**src/verilog/corePkg.sv**
```systemverilog
package corePkg;

    // ********************
    // Bookkeeping widths
    // ********************
    localparam int sqNWidth = 7;
    localparam int tagWidth = 7;
    localparam int regIdxWidth = 5;

    // ********************
    // Micro-op fields
    // ********************

    // Sequence number.
    // Age is taken from the signed difference, so wrap-around is harmless.
    typedef logic [sqNWidth-1:0] sqNT;

    // Physical destination register tag.
    typedef logic [tagWidth-1:0] tagT;

    // Architectural destination register.
    typedef logic [regIdxWidth-1:0] regIdxT;

endpackage

```
**src/verilog/fpuPkg.sv**
```systemverilog
package fpuPkg;

    // ********************
    // Formats
    // ********************
    typedef logic [31:0] float32T;
    typedef logic [31:0] wordT;
    typedef logic [7:0] expT;
    typedef logic [22:0] mantT;
    typedef logic [3:0] fpuOpT;

    // ********************
    // Opcodes
    // ********************
    localparam fpuOpT opFMul    = 4'd0;
    localparam fpuOpT opFEq     = 4'd1;
    localparam fpuOpT opFLt     = 4'd2;
    localparam fpuOpT opFLe     = 4'd3;
    localparam fpuOpT opFMin    = 4'd4;
    localparam fpuOpT opFMax    = 4'd5;
    localparam fpuOpT opFSgnj   = 4'd6;
    localparam fpuOpT opFSgnjn  = 4'd7;
    localparam fpuOpT opFSgnjx  = 4'd8;
    localparam fpuOpT opFCvtWS  = 4'd9;
    localparam fpuOpT opFCvtWuS = 4'd10;
    localparam fpuOpT opFCvtSW  = 4'd11;
    localparam fpuOpT opFCvtSWu = 4'd12;

    // ********************
    // Constants
    // ********************
    localparam int expBias = 127;
    localparam float32T canonicalNaN = 32'h7FC0_0000;
    // Saturation values for float to integer.
    localparam wordT intMaxSigned = 32'h7FFF_FFFF;
    localparam wordT intMinSigned = 32'h8000_0000;
    localparam wordT intMaxUnsigned = 32'hFFFF_FFFF;

endpackage
```
**src/verilog/fpCompare.sv**
```systemverilog
`timescale 1ns/1ps

module fpCompare (
    input  fpuPkg::float32T a,
    input  fpuPkg::float32T b,
    output logic lessThan,
    output logic equal,
    output logic unordered
);

    fpuPkg::expT expA;
    fpuPkg::expT expB;
    fpuPkg::mantT mantA;
    fpuPkg::mantT mantB;
    logic [30:0] magA;
    logic [30:0] magB;
    logic signA;
    logic signB;

    assign expA = a[30:23];
    assign expB = b[30:23];
    assign mantA = a[22:0];
    assign mantB = b[22:0];

    assign unordered = ((expA == 8'hFF) && (mantA != '0))
                    || ((expB == 8'hFF) && (mantB != '0));

    // Subnormals flush to zero; zeros count as positive.
    assign magA = (expA == '0) ? '0 : a[30:0];
    assign magB = (expB == '0) ? '0 : b[30:0];
    assign signA = a[31] & (magA != '0);
    assign signB = b[31] & (magB != '0);

    always_comb begin
        lessThan = 1'b0;
        equal = 1'b0;
        if (!unordered) begin
            equal = (signA == signB) && (magA == magB);
            if (signA != signB) begin
                lessThan = signA;
            end else if (signA) begin
                // With both negative the larger magnitude is smaller.
                lessThan = magA > magB;
            end else begin
                lessThan = magA < magB;
            end
        end
    end

endmodule

```
**src/verilog/fpIntConvert.sv**
```systemverilog
`timescale 1ns/1ps

module fpIntConvert (
    input  fpuPkg::wordT src,
    input  logic signedMode,
    input  logic toFloat,
    output fpuPkg::wordT convResult
);

    logic intNeg;
    fpuPkg::wordT intMag;
    logic [4:0] msbPos;
    fpuPkg::wordT intNorm;
    logic intRoundUp;
    logic [24:0] intSigRound;
    fpuPkg::expT intExp;
    fpuPkg::float32T fromInt;

    logic fltSign;
    fpuPkg::expT fltExp;
    fpuPkg::mantT fltMant;
    logic fltNaN;
    logic fltBig;
    logic fltSmall;
    logic [5:0] fltShift;
    logic [63:0] fltFixed;
    logic fltRoundUp;
    logic [32:0] fltMag;
    fpuPkg::wordT toInt;

    // ********************
    // Integer to float
    // ********************
    assign intNeg = signedMode & src[31];
    assign intMag = intNeg ? (~src + 32'd1) : src;

    always_comb begin
        msbPos = '0;
        for (int i = 0; i < 32; i++) begin
            if (intMag[i]) begin
                msbPos = 5'(i);
            end
        end
    end

    // Leading one moves to bit 31; bits 7:0 are dropped and rounded.
    assign intNorm = intMag << (5'd31 - msbPos);
    assign intRoundUp = intNorm[7] & ((|intNorm[6:0]) | intNorm[8]);
    assign intSigRound = {1'b0, intNorm[31:8]} + 25'(intRoundUp);
    assign intExp = 8'(fpuPkg::expBias) + {3'b0, msbPos} + {7'b0, intSigRound[24]};
    assign fromInt = (intMag == '0) ? '0 : {intNeg, intExp, intSigRound[22:0]};

    // ********************
    // Float to integer
    // ********************
    assign fltSign = src[31];
    assign fltExp = src[30:23];
    assign fltMant = src[22:0];
    assign fltNaN = (fltExp == 8'hFF) && (fltMant != '0);
    // Infinity and everything from 2^32 up cannot fit.
    assign fltBig = fltExp >= 8'd159;
    // Below 0.5 the value rounds to zero.
    assign fltSmall = fltExp < 8'd126;

    // Fixed point with 32 fraction bits.
    assign fltShift = 6'(fltExp - 8'd118);
    assign fltFixed = {40'b0, 1'b1, fltMant} << fltShift;
    assign fltRoundUp = fltFixed[31] & ((|fltFixed[30:0]) | fltFixed[32]);
    assign fltMag = fltSmall ? '0 : ({1'b0, fltFixed[63:32]} + 33'(fltRoundUp));

    always_comb begin
        if (fltNaN) begin
            toInt = signedMode ? fpuPkg::intMaxSigned : fpuPkg::intMaxUnsigned;
        end else if (signedMode) begin
            if (fltBig) begin
                toInt = fltSign ? fpuPkg::intMinSigned : fpuPkg::intMaxSigned;
            end else if (fltSign) begin
                toInt = (fltMag > 33'h0_8000_0000) ? fpuPkg::intMinSigned
                                                   : (~fltMag[31:0] + 32'd1);
            end else begin
                toInt = (fltMag > 33'h0_7FFF_FFFF) ? fpuPkg::intMaxSigned : fltMag[31:0];
            end
        end else begin
            if (fltSign) begin
                toInt = '0;
            end else if (fltBig || fltMag[32]) begin
                toInt = fpuPkg::intMaxUnsigned;
            end else begin
                toInt = fltMag[31:0];
            end
        end
    end

    assign convResult = toFloat ? fromInt : toInt;

endmodule

```
**src/verilog/fpMultiply.sv**
```systemverilog
`timescale 1ns/1ps

module fpMultiply (
    input  fpuPkg::float32T a,
    input  fpuPkg::float32T b,
    output fpuPkg::float32T product
);

    logic signP;
    fpuPkg::expT expA;
    fpuPkg::expT expB;
    fpuPkg::mantT mantA;
    fpuPkg::mantT mantB;
    logic aNaN;
    logic bNaN;
    logic aInf;
    logic bInf;
    logic aZero;
    logic bZero;
    logic [47:0] sigProd;
    logic norm;
    fpuPkg::mantT mantNorm;
    logic guard;
    logic sticky;
    logic roundUp;
    logic [24:0] sigRound;
    logic [9:0] expSum;
    logic [9:0] expFinal;
    logic overflow;
    logic underflow;

    assign signP = a[31] ^ b[31];
    assign expA = a[30:23];
    assign expB = b[30:23];
    assign mantA = a[22:0];
    assign mantB = b[22:0];

    assign aNaN = (expA == 8'hFF) && (mantA != '0);
    assign bNaN = (expB == 8'hFF) && (mantB != '0);
    assign aInf = (expA == 8'hFF) && (mantA == '0);
    assign bInf = (expB == 8'hFF) && (mantB == '0);
    // Zero exponent covers subnormals too.
    assign aZero = (expA == '0);
    assign bZero = (expB == '0);

    // Product lies in [1, 4), so at most one position of normalization.
    assign sigProd = {1'b1, mantA} * {1'b1, mantB};
    assign norm = sigProd[47];
    assign mantNorm = norm ? sigProd[46:24] : sigProd[45:23];
    assign guard = norm ? sigProd[23] : sigProd[22];
    assign sticky = norm ? |sigProd[22:0] : |sigProd[21:0];

    // Round to nearest with ties to even.
    assign roundUp = guard & (sticky | mantNorm[0]);
    assign sigRound = {2'b01, mantNorm} + 25'(roundUp);

    assign expSum = {2'b00, expA} + {2'b00, expB} + {9'b0, norm} - 10'(fpuPkg::expBias);
    assign expFinal = expSum + {9'b0, sigRound[24]};
    assign overflow = $signed(expFinal) >= 10'sd255;
    assign underflow = $signed(expFinal) <= 10'sd0;

    always_comb begin
        if (aNaN || bNaN || (aInf && bZero) || (aZero && bInf)) begin
            product = fpuPkg::canonicalNaN;
        end else if (aInf || bInf) begin
            product = {signP, 8'hFF, 23'b0};
        end else if (aZero || bZero || underflow) begin
            product = {signP, 31'b0};
        end else if (overflow) begin
            product = {signP, 8'hFF, 23'b0};
        end else begin
            // On carry-out the low bits are already zero.
            product = {signP, expFinal[7:0], sigRound[22:0]};
        end
    end

endmodule

```
**src/verilog/fpUnit.sv**
```systemverilog
`timescale 1ns/1ps

module fpUnit (
    input  logic clk,
    input  logic rst,
    input  logic en,
    input  logic inValid,
    input  fpuPkg::fpuOpT inOp,
    input  fpuPkg::float32T inSrcA,
    input  fpuPkg::float32T inSrcB,
    input  corePkg::tagT inTagDst,
    input  corePkg::regIdxT inNmDst,
    input  corePkg::sqNT inSqN,
    input  logic branchTaken,
    input  corePkg::sqNT branchSqN,
    output logic outValid,
    output fpuPkg::wordT outResult,
    output corePkg::tagT outTagDst,
    output corePkg::regIdxT outNmDst,
    output corePkg::sqNT outSqN
);

    logic lessThan;
    logic equal;
    logic unordered;
    fpuPkg::float32T product;
    logic signedMode;
    logic toFloat;
    fpuPkg::wordT convResult;
    fpuPkg::wordT result;
    corePkg::sqNT sqDiff;
    logic accept;

    fpCompare compare (
        .a(inSrcA),
        .b(inSrcB),
        .lessThan(lessThan),
        .equal(equal),
        .unordered(unordered)
    );

    fpMultiply multiply (
        .a(inSrcA),
        .b(inSrcB),
        .product(product)
    );

    assign signedMode = (inOp == fpuPkg::opFCvtWS) || (inOp == fpuPkg::opFCvtSW);
    assign toFloat = (inOp == fpuPkg::opFCvtSW) || (inOp == fpuPkg::opFCvtSWu);

    fpIntConvert convert (
        .src(inSrcA),
        .signedMode(signedMode),
        .toFloat(toFloat),
        .convResult(convResult)
    );

    // ********************
    // Result select
    // ********************
    always_comb begin
        case (inOp)
            fpuPkg::opFMul: result = product;
            fpuPkg::opFEq: result = {31'b0, equal & ~unordered};
            fpuPkg::opFLt: result = {31'b0, lessThan & ~unordered};
            fpuPkg::opFLe: result = {31'b0, (lessThan | equal) & ~unordered};
            fpuPkg::opFMin: result = lessThan ? inSrcA : inSrcB;
            fpuPkg::opFMax: result = lessThan ? inSrcB : inSrcA;
            fpuPkg::opFSgnj: result = {inSrcB[31], inSrcA[30:0]};
            fpuPkg::opFSgnjn: result = {~inSrcB[31], inSrcA[30:0]};
            fpuPkg::opFSgnjx: result = {inSrcA[31] ^ inSrcB[31], inSrcA[30:0]};
            fpuPkg::opFCvtWS,
            fpuPkg::opFCvtWuS,
            fpuPkg::opFCvtSW,
            fpuPkg::opFCvtSWu: result = convResult;
            default: result = '0;
        endcase
    end

    // Drop anything younger than a taken branch.
    assign sqDiff = inSqN - branchSqN;
    assign accept = en && inValid && (!branchTaken || ($signed(sqDiff) <= 7'sd0));

    // ********************
    // Result register
    // ********************
    always_ff @(posedge clk) begin
        if (rst) begin
            outValid <= 1'b0;
        end else begin
            outValid <= accept;
        end
    end

    always_ff @(posedge clk) begin
        if (accept) begin
            outResult <= result;
            outTagDst <= inTagDst;
            outNmDst <= inNmDst;
            outSqN <= inSqN;
        end
    end

endmodule

```
**config.mk**
```make
export PLATFORM = sky130hd
export DESIGN_NAME = fpUnit
export DESIGN_NICKNAME = d
export VERILOG_FILES = /design/src/verilog/corePkg.sv /design/src/verilog/fpuPkg.sv /design/src/verilog/fpCompare.sv /design/src/verilog/fpIntConvert.sv /design/src/verilog/fpMultiply.sv /design/src/verilog/fpUnit.sv
export SDC_FILE = /design/constraint.sdc
export NUM_CORES = 2
export LEC_CHECK = 0
export BUFFER_PORTS_ARGS = -buffer_cell sky130_fd_sc_hd__buf_2
export CORE_ASPECT_RATIO = 0.5
export CORE_MARGIN = 2
export CORE_UTILIZATION = 55
export CTS_BUF_LIST = sky130_fd_sc_hd__clkbuf_8
export DETAILED_ROUTE_END_ITERATION = 10
export PLACE_DENSITY = 0.78
export SYNTH_ARGS = -nofsm -noshare
export SYNTH_HDL_FRONTEND = slang
export SYNTH_HIERARCHICAL = 1
export SYNTH_SLANG_ARGS = --single-unit
```
**constraint.sdc**
```tcl
create_clock -name clk -period 42.9 [get_ports clk]
set_input_delay 8.58 -clock clk [delete_from_list [all_inputs] [get_ports clk]]
set_output_delay 8.58 -clock clk [all_outputs]
set_load 0.1 [all_outputs]
```
==> impl_metrics.tcl <==
set metrics [dict create \
    status "finished clean" \
    grt_pass1_wl_microns 216000 \
    cp_slowest_cell "or2_0" \
    synth_top_flop_cell "edfxtp_1" \
    postCtsSetupRepairBufs 0 \
    ys_seq_area_frac 0.0425 \
    place_hpwl_microns 104000 \
    cts_tree "yes" \
    initial_core_util 0.559 \
    cap_violations 0 \
    portBuffers 150 \
    grt.met3_usage 0.119 \
    ys_warn_count 6 \
    cts.clk_slew.worst_paths_ns 0.11 \
    synthToLayoutAreaGrowth_pct 2.99 \
    wire_per_inst_microns 26.0 \
    h-tree-depth 2 \
    period_needed_ns 21.77 \
    rows 66 \
    grt_pass1_vias 36773 \
    cp.required_ns 42.97 \
    dp_cells 5409 \
    setup_viol 0 \
    cp_common_cell "fa_1" \
    final_util 0.576 \
    mostFrequentLayoutCells "inv_1 (638), nand2_1 (563), fa_1 (484)" \
    via_per_inst 6.78 \
    track_usage 0.409 \
    place_ws_ns 21.12 \
    die_h_microns 186 \
    synth_edf_count 51 \
    busiest_layer "met2" \
    gp_congestion 1.04 \
    num_vias 36770 \
    multi_input_area_sq_mm 0.0312 \
    final_common_cell "inv_1" \
    critPathLaunchType "primary input" \
    avgSynthCellArea_sq_um 7.91 \
    worstPathArrival_ns 21.84 \
    max_stage_delay_ns 0.92 \
    post-route-drc-count 0 \
    dr.pass1.iters 7 \
    timing.fmax_mhz 45.9 \
    root_buffer "clkbuf_8" \
    grt_max_degree 82 \
    worst_pin_slew_ns 1.43 \
    fill_cells 5831 \
    synth_seq_cells 52 \
    fin_tns_setup_ns 0 \
    worst-setup-path-type "in2reg" \
    die_w_microns 368 \
    crit_fanout 33 \
    path_buf_inv 7 \
    post_cts_resized 0 \
    post-route-period-util 0.507 \
    cp_top_family "adder cells" \
    hp-class "in2reg" \
    slew_viol_final 0 \
    ios 151 \
    end_kind "flip-flop" \
    fin_cells 5420 \
    synth_fp_nets 5429 \
    drive_gt1_frac 0.0920 \
    regArea_sq_mm 0.00155 \
    hold_buffers 0 \
    core_sq_mm 0.0653 \
    grt_use_met2 0.628 \
    finalHoldViolCount 0 \
    clkSinkCount 52 \
    antenna_found_initial 4 \
    drtIter0Drc 4863 \
    wirelength_microns 141000 \
    layout.nets 5348 \
    use_met1 0.517 \
    postSynthCellCount 4613 \
    cts_buffers 5 \
    grt.overflow.total 0 \
    die_area_sq_mm 0.0686 \
    ys_async_sr_fraction 0 \
    clockBufferDepth 2 \
    finalWorstSetupSlack_ns 21.13 \
    maxSlewHeadroom 0.0291 \
    synthDistinctLibCells 142 \
    netlist_area_sq_mm 0.0365 \
    grt_setup_unrepaired "false" \
    detail-route-antenna-nets 0 \
]
==> Yosys cell counts, types with 58 or more instances <==
library cell / count / area [sq um]
nor4_1: 58 / 363
xnor2_1: 80 / 701
fa_1: 484 / 9690
ha_1: 233 / 2920
buf_2: 62 / 310
nand4_1: 77 / 482
nand2_1: 564 / 2120
o21ai_0: 139 / 696
nor2_1: 247 / 927
nor3_1: 89 / 445
nand3_1: 101 / 505
a21oi_1: 191 / 956
clkbuf_1: 195 / 732
inv_1: 637 / 2390
and2_1: 294 / 1840
==> per-layer routing <==
metal	vias to the layer above	wire [microns]
li1	15739	-
met1	17666	52700
met2	2723	60100
met3	640	19000
met4	2	9220
met5	-	13
==> cell families after synthesis <==
kind of cell	synth area share
simple gates	0.249
buf+inv	0.104
compound gates	0.188
fa+ha+maj	0.345
xor+xnor	0.0313
mux	0.0401
flops	0.0425
==> flip-flops by register name (all words and copies together), names as in the netlist <==
name,cells
outResult,32
outSqN,7
outTagDst,7
outNmDst,5
outValid,1
==> path summary, 6_finish.rpt <==
check	startpoint	endpoint	slack [ns]	depth (start not counted)
worst min-delay path	rst	outValid	8.40	2
worst max-delay path	inSrcB[0]	outResult[6]	21.13	41
==> metrics by stage <==
stage | instance area, sq um | hold slack, ns
2_1_floorplan | 36500 | 8.65
3_3_place_gp | 37500 | 8.74
3_5_place_dp | 37500 | 8.74
4_1_cts | 37600 | 8.39
5_1_grt | 37600 | 8.38
6_report | 37600 | 8.40
==> final cells by class <==
cell class,instances,share of cell area
antenna,3,0.000200
clock buffer,5,0.00183
clock inverter,3,0.000466
inverter,644,0.0643
multi-input combinational,3617,0.830
sequential,52,0.0413
tap,884,0.0294
timing repair buffer,212,0.0324
Power is not shown: default switching activity piles up to over one toggle a cycle in this logic, so the estimate is an artifact.
